`src/hw/msg_pkg.sv`:
```
package msg_pkg;

	// opcode carried in the first byte of a message
	typedef enum logic [7:0] {
		MSG_CONNECT   = 8'h01,
		MSG_CONNECTED = 8'h02
	} msg_op_e;

	// session engine states
	typedef enum logic [1:0] {
		IDLE,
		EMIT,
		DONE
	} engine_state_e;

	// five bytes of opcode, host, node, sequence and checksum
	localparam int MSG_LEN = 5;

	// log storage
	localparam int LOG_DEPTH = 16;
	localparam int LOG_AW    = 4;

	// length counter must reach LOG_DEPTH itself
	localparam int LEN_W = 5;

endpackage

```
`src/hw/bus_pkg.sv`:
```
package bus_pkg;

	// bus widths
	localparam int ADDR_W = 3;
	localparam int DATA_W = 8;

	// register map
	localparam logic [ADDR_W-1:0] REG_STATUS = 3'd0;
	localparam logic [ADDR_W-1:0] REG_DATA   = 3'd1;
	localparam logic [ADDR_W-1:0] REG_LENGTH = 3'd2;
	localparam logic [ADDR_W-1:0] REG_HOST   = 3'd3;
	localparam logic [ADDR_W-1:0] REG_NODE   = 3'd4;

	// command bytes written to the status register
	localparam logic [DATA_W-1:0] CMD_CONNECT   = 8'hbb;
	localparam logic [DATA_W-1:0] CMD_CONNECTED = 8'hcc;
	localparam logic [DATA_W-1:0] CMD_CLEAR     = 8'hdd;

	// status byte layout
	localparam int STATUS_BUSY_BIT  = 0;
	localparam int STATUS_READY_BIT = 1;
	localparam int STATUS_OVF_BIT   = 2;

endpackage
```
`src/hw/sys_console.sv`:
```
module sys_console import bus_pkg::*, msg_pkg::*; (
	input  logic              clk,
	input  logic              rst_n_i,
	input  logic [ADDR_W-1:0] bus_addr_i,
	input  logic              bus_read_i,
	input  logic              bus_write_i,
	input  logic [DATA_W-1:0] bus_wdata_i,
	output logic [DATA_W-1:0] bus_rdata_o
);

	// regs to engine
	logic       start_connect;
	logic       start_connected;
	logic [1:0] host_addr;
	logic [7:0] node_id;

	// engine to log and regs
	logic       byte_wr;
	logic [7:0] byte_data;
	logic       msg_end;
	logic       busy;

	// regs and log
	logic             log_clear;
	logic             log_pop;
	logic [7:0]       head_byte;
	logic [LEN_W-1:0] log_len;
	logic             ready;
	logic             overflow;

	console_regs u_regs (
		.clk               (clk),
		.rst_n_i           (rst_n_i),
		.bus_addr_i        (bus_addr_i),
		.bus_read_i        (bus_read_i),
		.bus_write_i       (bus_write_i),
		.bus_wdata_i       (bus_wdata_i),
		.bus_rdata_o       (bus_rdata_o),
		.busy_i            (busy),
		.ready_i           (ready),
		.overflow_i        (overflow),
		.log_len_i         (log_len),
		.head_byte_i       (head_byte),
		.start_connect_o   (start_connect),
		.start_connected_o (start_connected),
		.clear_o           (log_clear),
		.pop_o             (log_pop),
		.host_addr_o       (host_addr),
		.node_id_o         (node_id)
	);

	session_engine u_engine (
		.clk               (clk),
		.rst_n_i           (rst_n_i),
		.start_connect_i   (start_connect),
		.start_connected_i (start_connected),
		.host_addr_i       (host_addr),
		.node_id_i         (node_id),
		.byte_wr_o         (byte_wr),
		.byte_data_o       (byte_data),
		.msg_end_o         (msg_end),
		.busy_o            (busy)
	);

	message_log u_log (
		.clk         (clk),
		.rst_n_i     (rst_n_i),
		.byte_wr_i   (byte_wr),
		.byte_data_i (byte_data),
		.msg_end_i   (msg_end),
		.clear_i     (log_clear),
		.pop_i       (log_pop),
		.head_byte_o (head_byte),
		.log_len_o   (log_len),
		.ready_o     (ready),
		.overflow_o  (overflow)
	);

endmodule

```
`src/hw/console_regs.sv`:
```
module console_regs import bus_pkg::*, msg_pkg::*; (
	input  logic              clk,
	input  logic              rst_n_i,
	input  logic [ADDR_W-1:0] bus_addr_i,
	input  logic              bus_read_i,
	input  logic              bus_write_i,
	input  logic [DATA_W-1:0] bus_wdata_i,
	output logic [DATA_W-1:0] bus_rdata_o,
	input  logic              busy_i,
	input  logic              ready_i,
	input  logic              overflow_i,
	input  logic [LEN_W-1:0]  log_len_i,
	input  logic [7:0]        head_byte_i,
	output logic              start_connect_o,
	output logic              start_connected_o,
	output logic              clear_o,
	output logic              pop_o,
	output logic [1:0]        host_addr_o,
	output logic [7:0]        node_id_o
);

	logic [1:0]        host_q;
	logic [7:0]        node_q;
	logic [DATA_W-1:0] rdata_q;
	logic [DATA_W-1:0] rd_mux;
	logic [DATA_W-1:0] status_byte;
	logic              data_rd;
	logic              log_empty;
	logic              cmd_wr;

	assign log_empty = (log_len_i == '0);
	assign data_rd   = bus_read_i && (bus_addr_i == REG_DATA);
	assign cmd_wr    = bus_write_i && (bus_addr_i == REG_STATUS);

	// pop with the read itself
	// head byte is valid again one cycle later
	assign pop_o = data_rd && !log_empty;

	assign host_addr_o = host_q;
	assign node_id_o   = node_q;
	assign bus_rdata_o = rdata_q;

	always_comb begin
		status_byte                   = '0;
		status_byte[STATUS_BUSY_BIT]  = busy_i;
		status_byte[STATUS_READY_BIT] = ready_i;
		status_byte[STATUS_OVF_BIT]   = overflow_i;
	end

	// unmapped addresses read as zero
	always_comb begin
		case (bus_addr_i)
			REG_STATUS: rd_mux = status_byte;
			REG_DATA:   rd_mux = log_empty ? '0 : head_byte_i;
			REG_LENGTH: rd_mux = {{(DATA_W - LEN_W){1'b0}}, log_len_i};
			REG_HOST:   rd_mux = {6'b0, host_q};
			REG_NODE:   rd_mux = node_q;
			default:    rd_mux = '0;
		endcase
	end

	// command pulses one cycle after the write
	always_ff @(posedge clk) begin
		if (!rst_n_i) begin
			start_connect_o   <= 1'b0;
			start_connected_o <= 1'b0;
			clear_o           <= 1'b0;
		end else begin
			start_connect_o   <= cmd_wr && (bus_wdata_i == CMD_CONNECT);
			start_connected_o <= cmd_wr && (bus_wdata_i == CMD_CONNECTED);
			clear_o           <= cmd_wr && (bus_wdata_i == CMD_CLEAR);
		end
	end

	// host and node registers and the held read data
	always_ff @(posedge clk) begin
		if (!rst_n_i) begin
			host_q  <= '0;
			node_q  <= '0;
			rdata_q <= '0;
		end else begin
			if (bus_write_i && bus_addr_i == REG_HOST) begin
				host_q <= bus_wdata_i[1:0];
			end
			if (bus_write_i && bus_addr_i == REG_NODE) begin
				node_q <= bus_wdata_i;
			end
			if (bus_read_i) begin
				rdata_q <= rd_mux;
			end
		end
	end

endmodule

```
`src/hw/message_log.sv`:
```
module message_log import msg_pkg::*; (
	input  logic             clk,
	input  logic             rst_n_i,
	input  logic             byte_wr_i,
	input  logic [7:0]       byte_data_i,
	input  logic             msg_end_i,
	input  logic             clear_i,
	input  logic             pop_i,
	output logic [7:0]       head_byte_o,
	output logic [LEN_W-1:0] log_len_o,
	output logic             ready_o,
	output logic             overflow_o
);

	logic [7:0] mem [LOG_DEPTH];

	logic [LEN_W-1:0] wr_idx_q;
	logic [LEN_W-1:0] len_q;
	logic [LEN_W-1:0] rd_ptr_q;
	logic             ready_q;
	logic             ovf_q;
	logic [7:0]       head_q;

	logic             fits;
	logic [LEN_W-1:0] wr_idx_nxt;
	logic [LEN_W-1:0] rd_ptr_inc;

	// room left for one more byte
	assign fits = (wr_idx_q < LEN_W'(LOG_DEPTH));

	assign wr_idx_nxt = (byte_wr_i && fits) ? wr_idx_q + LEN_W'(1) : wr_idx_q;
	assign rd_ptr_inc = rd_ptr_q + LEN_W'(1);

	assign head_byte_o = head_q;
	assign log_len_o   = len_q;
	assign ready_o     = ready_q;
	assign overflow_o  = ovf_q;

	// bytes past full depth are not stored
	always_ff @(posedge clk) begin
		if (byte_wr_i && fits) begin
			mem[wr_idx_q[LOG_AW-1:0]] <= byte_data_i;
		end
	end

	// synchronous read that trails the pointer by one cycle
	always_ff @(posedge clk) begin
		head_q <= mem[rd_ptr_q[LOG_AW-1:0]];
	end

	always_ff @(posedge clk) begin
		if (!rst_n_i) begin
			wr_idx_q <= '0;
			len_q    <= '0;
			rd_ptr_q <= '0;
			ready_q  <= 1'b0;
			ovf_q    <= 1'b0;
		end else if (clear_i) begin
			wr_idx_q <= '0;
			len_q    <= '0;
			rd_ptr_q <= '0;
			ready_q  <= 1'b0;
			ovf_q    <= 1'b0;
		end else begin
			wr_idx_q <= wr_idx_nxt;
			if (byte_wr_i && !fits) begin
				ovf_q <= 1'b1;
			end
			// length only moves on a finished message
			if (msg_end_i) begin
				len_q   <= wr_idx_nxt;
				ready_q <= 1'b1;
			end
			if (pop_i) begin
				rd_ptr_q <= (rd_ptr_inc == len_q) ? '0 : rd_ptr_inc;
			end
		end
	end

endmodule

```
`src/hw/session_engine.sv`:
```
module session_engine import msg_pkg::*; (
	input  logic       clk,
	input  logic       rst_n_i,
	input  logic       start_connect_i,
	input  logic       start_connected_i,
	input  logic [1:0] host_addr_i,
	input  logic [7:0] node_id_i,
	output logic       byte_wr_o,
	output logic [7:0] byte_data_o,
	output logic       msg_end_o,
	output logic       busy_o
);

	engine_state_e state_q;

	// index of the byte on the output in EMIT
	logic [2:0] cnt_q;
	logic       last_byte;

	// sequence number wrapping at 256
	logic [7:0] seq_q;

	// fields captured when a command is accepted
	msg_op_e    op_q;
	logic [1:0] host_q;
	logic [7:0] node_q;

	// running xor of the bytes already sent
	logic [7:0] chk_q;

	logic start;

	assign start     = start_connect_i | start_connected_i;
	assign last_byte = (cnt_q == 3'(MSG_LEN - 1));

	assign byte_wr_o = (state_q == EMIT);
	assign msg_end_o = byte_wr_o && last_byte;
	assign busy_o    = (state_q != IDLE);

	// output byte picked by the counter
	// checksum is the last byte
	always_comb begin
		case (cnt_q)
			3'd0:    byte_data_o = op_q;
			3'd1:    byte_data_o = {6'b0, host_q};
			3'd2:    byte_data_o = node_q;
			3'd3:    byte_data_o = seq_q;
			default: byte_data_o = chk_q;
		endcase
	end

	always_ff @(posedge clk) begin
		if (!rst_n_i) begin
			state_q <= IDLE;
			cnt_q   <= '0;
			seq_q   <= '0;
		end else begin
			case (state_q)
				IDLE: begin
					// a start while busy is lost
					if (start) begin
						state_q <= EMIT;
						cnt_q   <= '0;
					end
				end
				EMIT: begin
					if (last_byte) begin
						state_q <= DONE;
						seq_q   <= seq_q + 8'd1;
					end else begin
						cnt_q <= cnt_q + 3'd1;
					end
				end
				default: begin
					state_q <= IDLE;
				end
			endcase
		end
	end

	// message fields and checksum
	always_ff @(posedge clk) begin
		if (state_q == IDLE && start) begin
			op_q   <= start_connect_i ? MSG_CONNECT : MSG_CONNECTED;
			host_q <= host_addr_i;
			node_q <= node_id_i;
			chk_q  <= '0;
		end else if (state_q == EMIT) begin
			chk_q <= chk_q ^ byte_data_o;
		end
	end

endmodule

```
`config.mk`:
```
export PLATFORM = sky130hd
export DESIGN_NAME = sys_console
export DESIGN_NICKNAME = d
export VERILOG_FILES = /design/src/hw/msg_pkg.sv /design/src/hw/bus_pkg.sv /design/src/hw/sys_console.sv /design/src/hw/console_regs.sv /design/src/hw/message_log.sv /design/src/hw/session_engine.sv
export SDC_FILE = /design/constraint.sdc
export NUM_CORES = 1
export LEC_CHECK = 0
export BUFFER_PORTS_ARGS = -buffer_cell sky130_fd_sc_hd__buf_2
export CAP_MARGIN = 20
export CORE_MARGIN = 3
export CORE_UTILIZATION = 30
export CTS_CLUSTER_DIAMETER = 200
export DETAILED_ROUTE_END_ITERATION = 6
export PLACE_DENSITY_LB_ADDON = 0.05
export SLEW_MARGIN = 10
export SYNTH_ARGS = -nofsm -noshare
export SYNTH_HDL_FRONTEND = slang
export SYNTH_HIERARCHICAL = 1
export SYNTH_SLANG_ARGS = --single-unit
```
`constraint.sdc`:
```
create_clock -name clk -period 2.85 [get_ports clk]
set_input_delay 0.285 -clock clk [delete_from_list [all_inputs] [get_ports clk]]
set_output_delay 0.285 -clock clk [all_outputs]
set_load 0.01 [all_outputs]
```
==> metrics.json <==
{
  "startpoint_of_the_most_critical_hold_path": "bus_wdata_i[2]",
  "routed_wire_length_per_instance_um": 20.9,
  "n_antenna_cell": 0,
  "post_cts_resized": 0,
  "worst-slew-pin-transition_ps": 812,
  "drc": 0,
  "worst_ir_drop_vdd_v": 0.000370,
  "totalNegativeSetupSlack_ps": 0,
  "final_antenna_net_count": 0,
  "power_density_nw_per_um2": 631,
  "critical_path.slowest_cell": "sky130_fd_sc_hd__mux4_1",
  "rr_endpoint": "u_log/head_byte_o[2]",
  "timing.critical_path.buf_inv": 0,
  "clk_latency_ps": 530,
  "tritoncts_num_sinks": 207,
  "unrepaired_setup_endpoints_after_global_routing": "false",
  "outcome": "finished, final reports clean",
  "antenna_found_initial": 0,
  "design.final.nets": 677,
  "finalClockSkew_ps": 20.4,
  "synthesis.nets": 624,
  "synth_flop_cell": "sky130_fd_sc_hd__edfxtp_1",
  "first_pass_grt_wire_length_mm": 33.3,
  "worstHoldPathType": "input pin to register",
  "synth_to_layout_area_growth_pct": 16.8,
  "synth_seq_area_share_pct": 64.1,
  "route.detailed.vias_per_inst": 4.90,
  "cts_tree": "built",
  "maxcap_violations": 0,
  "number_of_standard_cells_after_synthesis": 598,
  "number_of_enable_flip_flop_cells_after_synthesis": 140,
  "fin_crit_sh_pct": 77.1,
  "worst_r2r_startpoint": "u_log/rd_ptr_q[0]",
  "final-setup-viol-count": 0,
  "p_leak_uw": 0.00343,
  "synth.ff_latch_count": 207,
  "floorplan.die.height_um": 176,
  "std_cell_rows": 61,
  "route.vias.total": 5141,
  "timing.reg2reg.setup_slack_ps": 650,
  "cp_cell_sequence": "mux4_1 -> and2b_1 -> a211oi_1 -> a21oi_1",
  "grt_pass1_vias": 5213,
  "power.total_uw": 6370,
  "grt_max_degree": 22,
  "clk_root_buffer_cell": "sky130_fd_sc_hd__clkbuf_16",
  "cts_made_buffers": 26,
  "achievable-frequency_ghz": 0.455,
  "timing.critical_path.required_ps": 3220,
  "gp_routability_congestion": 0.772,
  "route.final.wire_length_mm": 21.9,
  "layout_common_cells": "sky130_fd_sc_hd__edfxtp_1, sky130_fd_sc_hd__dfxtp_1, sky130_fd_sc_hd__nor2_1, sky130_fd_sc_hd__buf_4, sky130_fd_sc_hd__a21oi_1",
  "globalRouteTotalUtil_pct": 14.3,
  "synth-async-reset-ratio_pct": 0,
  "max_slew_margin_pct": 45.5,
  "portBuffers": 22,
  "final-hold-violation-count": 0,
  "critical_path_arrival_ps": 2570,
  "design.portCount": 23,
  "clock_tree.buffer_depth": 3,
  "worst_r2r_path_depth": 4,
  "final-max-slew-violation-count": 0,
  "die-area_sq_um": 30900,
  "gr-total-overflow": 0,
  "critPathLaunchType": "register",
  "final_common_cell": "sky130_fd_sc_hd__edfxtp_1",
  "drt_iter0_markers": 424,
  "finalCriticalPeriod_ps": 2200,
  "h-tree-depth": 1,
  "end_kind": "register",
  "post-cts-setup-buffer-count": 0,
  "clk_pin_slew_worst_paths_ps": 60,
  "drive_above_1_share_pct": 18.9,
  "unique_masters_post_synth": 67,
  "core_region_area_sq_um": 28100,
  "place_hpwl_mm": 15.0,
  "first_pass_iters": 5,
  "die_w_um": 176,
  "family_with_the_most_delay_on_the_worst_path": "compound AO/OA/AOI/OAI gates",
  "critical_path_class": "register to register",
  "worst_hold_path.num_cells": 3,
  "mappedNetlistArea_sq_um": 8640,
  "ys.warnings.count": 6,
  "max_stage_delay_ps": 620,
  "initial_utilization_pct": 30.8,
  "endpoint_worst_hold": "u_regs/node_id_o[2]",
  "synth_area_per_cell_sq_um": 14.5,
  "critical_path.max_fanout": 15
}
## layer usage
metal	routed length (um)	share of wire (%)	GRT usage (%)	vias up
li1	-	-	-	2434
met1	10600	48	20.4	2584
met2	9970	46	22.4	88
met3	811	3.7	2.49	35
met4	520	2.4	3.93	0
met5	0	0	0	-
## Yosys cell counts, types with 6 or more instances
| library cell | n | area, sq um |
|---|---|---|
| sky130_fd_sc_hd__a211oi_1 | 23 | 173 |
| sky130_fd_sc_hd__a21boi_0 | 9 | 67.6 |
| sky130_fd_sc_hd__a21oi_1 | 33 | 165 |
| sky130_fd_sc_hd__a22oi_1 | 15 | 113 |
| sky130_fd_sc_hd__buf_6 | 7 | 78.8 |
| sky130_fd_sc_hd__clkbuf_1 | 15 | 56.3 |
| sky130_fd_sc_hd__dfxtp_1 | 67 | 1340 |
| sky130_fd_sc_hd__edfxtp_1 | 140 | 4200 |
| sky130_fd_sc_hd__ha_1 | 11 | 138 |
| sky130_fd_sc_hd__inv_1 | 11 | 41.3 |
| sky130_fd_sc_hd__mux2i_1 | 12 | 120 |
| sky130_fd_sc_hd__mux4_1 | 16 | 420 |
| sky130_fd_sc_hd__mux4_2 | 16 | 360 |
| sky130_fd_sc_hd__nand2_1 | 30 | 113 |
| sky130_fd_sc_hd__nand3_1 | 6 | 30.0 |
| sky130_fd_sc_hd__nand4_1 | 6 | 37.5 |
| sky130_fd_sc_hd__nor2_1 | 51 | 191 |
| sky130_fd_sc_hd__nor2b_1 | 9 | 56.3 |
| sky130_fd_sc_hd__nor3_1 | 9 | 45.0 |
| sky130_fd_sc_hd__o21ai_0 | 10 | 50.1 |
| sky130_fd_sc_hd__or3_1 | 10 | 62.6 |
| sky130_fd_sc_hd__xor2_1 | 9 | 78.8 |
## state kept, by name, indices dropped and copies added, names as in the netlist, 2 cells and up
register,count
u_log/rd_ptr_q,5
u_engine/cnt_q,3
u_log/mem,128
u_regs/node_id_o,8
u_regs/bus_rdata_o,8
u_log/wr_idx_q,5
u_engine/node_q,8
u_engine/chk_q,8
u_engine/seq_q,8
u_engine/op_q,2
u_engine/host_q,2
u_log/head_byte_o,8
u_log/log_len_o,5
u_engine/state_q,2
u_regs/host_addr_o,2
## layout make-up
type	count	area (sq um)
timing repair buffer	61	418
inverter	12	45.0
tap	378	473
clock buffer	32	683
fill	2757	18000
sequential	207	5550
clock inverter	16	143
multi-input combinational	343	2790
## how the worst max path moves through the flow
| stage | from | endpoint | cells after the start |
|---|---|---|---|
| 4_1_cts | u_engine/cnt_q[0] | u_engine/seq_q[7] | 5 |
| 3_5_place_dp | u_engine/cnt_q[0] | u_engine/seq_q[7] | 5 |
| 3_3_place_gp | u_log/rd_ptr_q[0] | u_log/head_byte_o[2] | 4 |
| 2_1_floorplan | u_engine/cnt_q[2] | u_log/mem[0][0] | 6 |
| 6_report | u_log/rd_ptr_q[0] | u_log/head_byte_o[2] | 4 |
| 5_1_grt | u_engine/cnt_q[0] | u_log/log_len_o[0] | 6 |
## power breakdown
| part | total [uW] | internal, uW | leakage [uW] | switching (uW) |
|---|---|---|---|---|
| clock | 3120 | 1880 | 0.000407 | 1230 |
| sequential | 3180 | 3180 | 0.00184 | 6.87 |
| combinational | 74.6 | 26.4 | 0.00119 | 48.2 |
| total | 6370 | 5090 | 0.00343 | 1290 |
## worst reg2reg max path, stage by stage, from the launching register on
cell and delay, ps:
sky130_fd_sc_hd__dfxtp_2 610, sky130_fd_sc_hd__mux4_1 630, sky130_fd_sc_hd__and2b_1 180, sky130_fd_sc_hd__a211oi_1 550
sky130_fd_sc_hd__a21oi_1 80
## cells by family after synthesis
kind of cell	after synthesis	share of synthesized area, %
AOI/OAI and AO/OA	118	9.39
xor gates and xnor gates	13	1.32
adders and majority gates	11	1.59
buffers and inverters	48	3.57
DFF	207	64.1
muxes	46	10.7
and+or+nand+nor	155	9.29
## repair_timing
item                       in CTS  in global routing
hold buffers                    1                  0
hold endpoints to repair        1                  0
setup endpoints to repair       0                  0
## per-stage QoR
stage / setup slack [ps] / utilization [%] / instance area, sq um / hold WS, ps / std cells
6_report: 652 / 36.0 / 10100 / 54.7 / 1049
5_1_grt: 509 / 36.0 / 10100 / 39.4 / 1049
4_1_cts: 616 / 36.0 / 10100 / 11.9 / 1049
3_5_place_dp: 637 / 33.0 / 9260 / 466 / 1000
3_3_place_gp: 704 / 33.0 / 9260 / 466 / 1000
2_1_floorplan: 676 / - / 8640 / 362 / 598
Power figures use the tool's default switching activity.
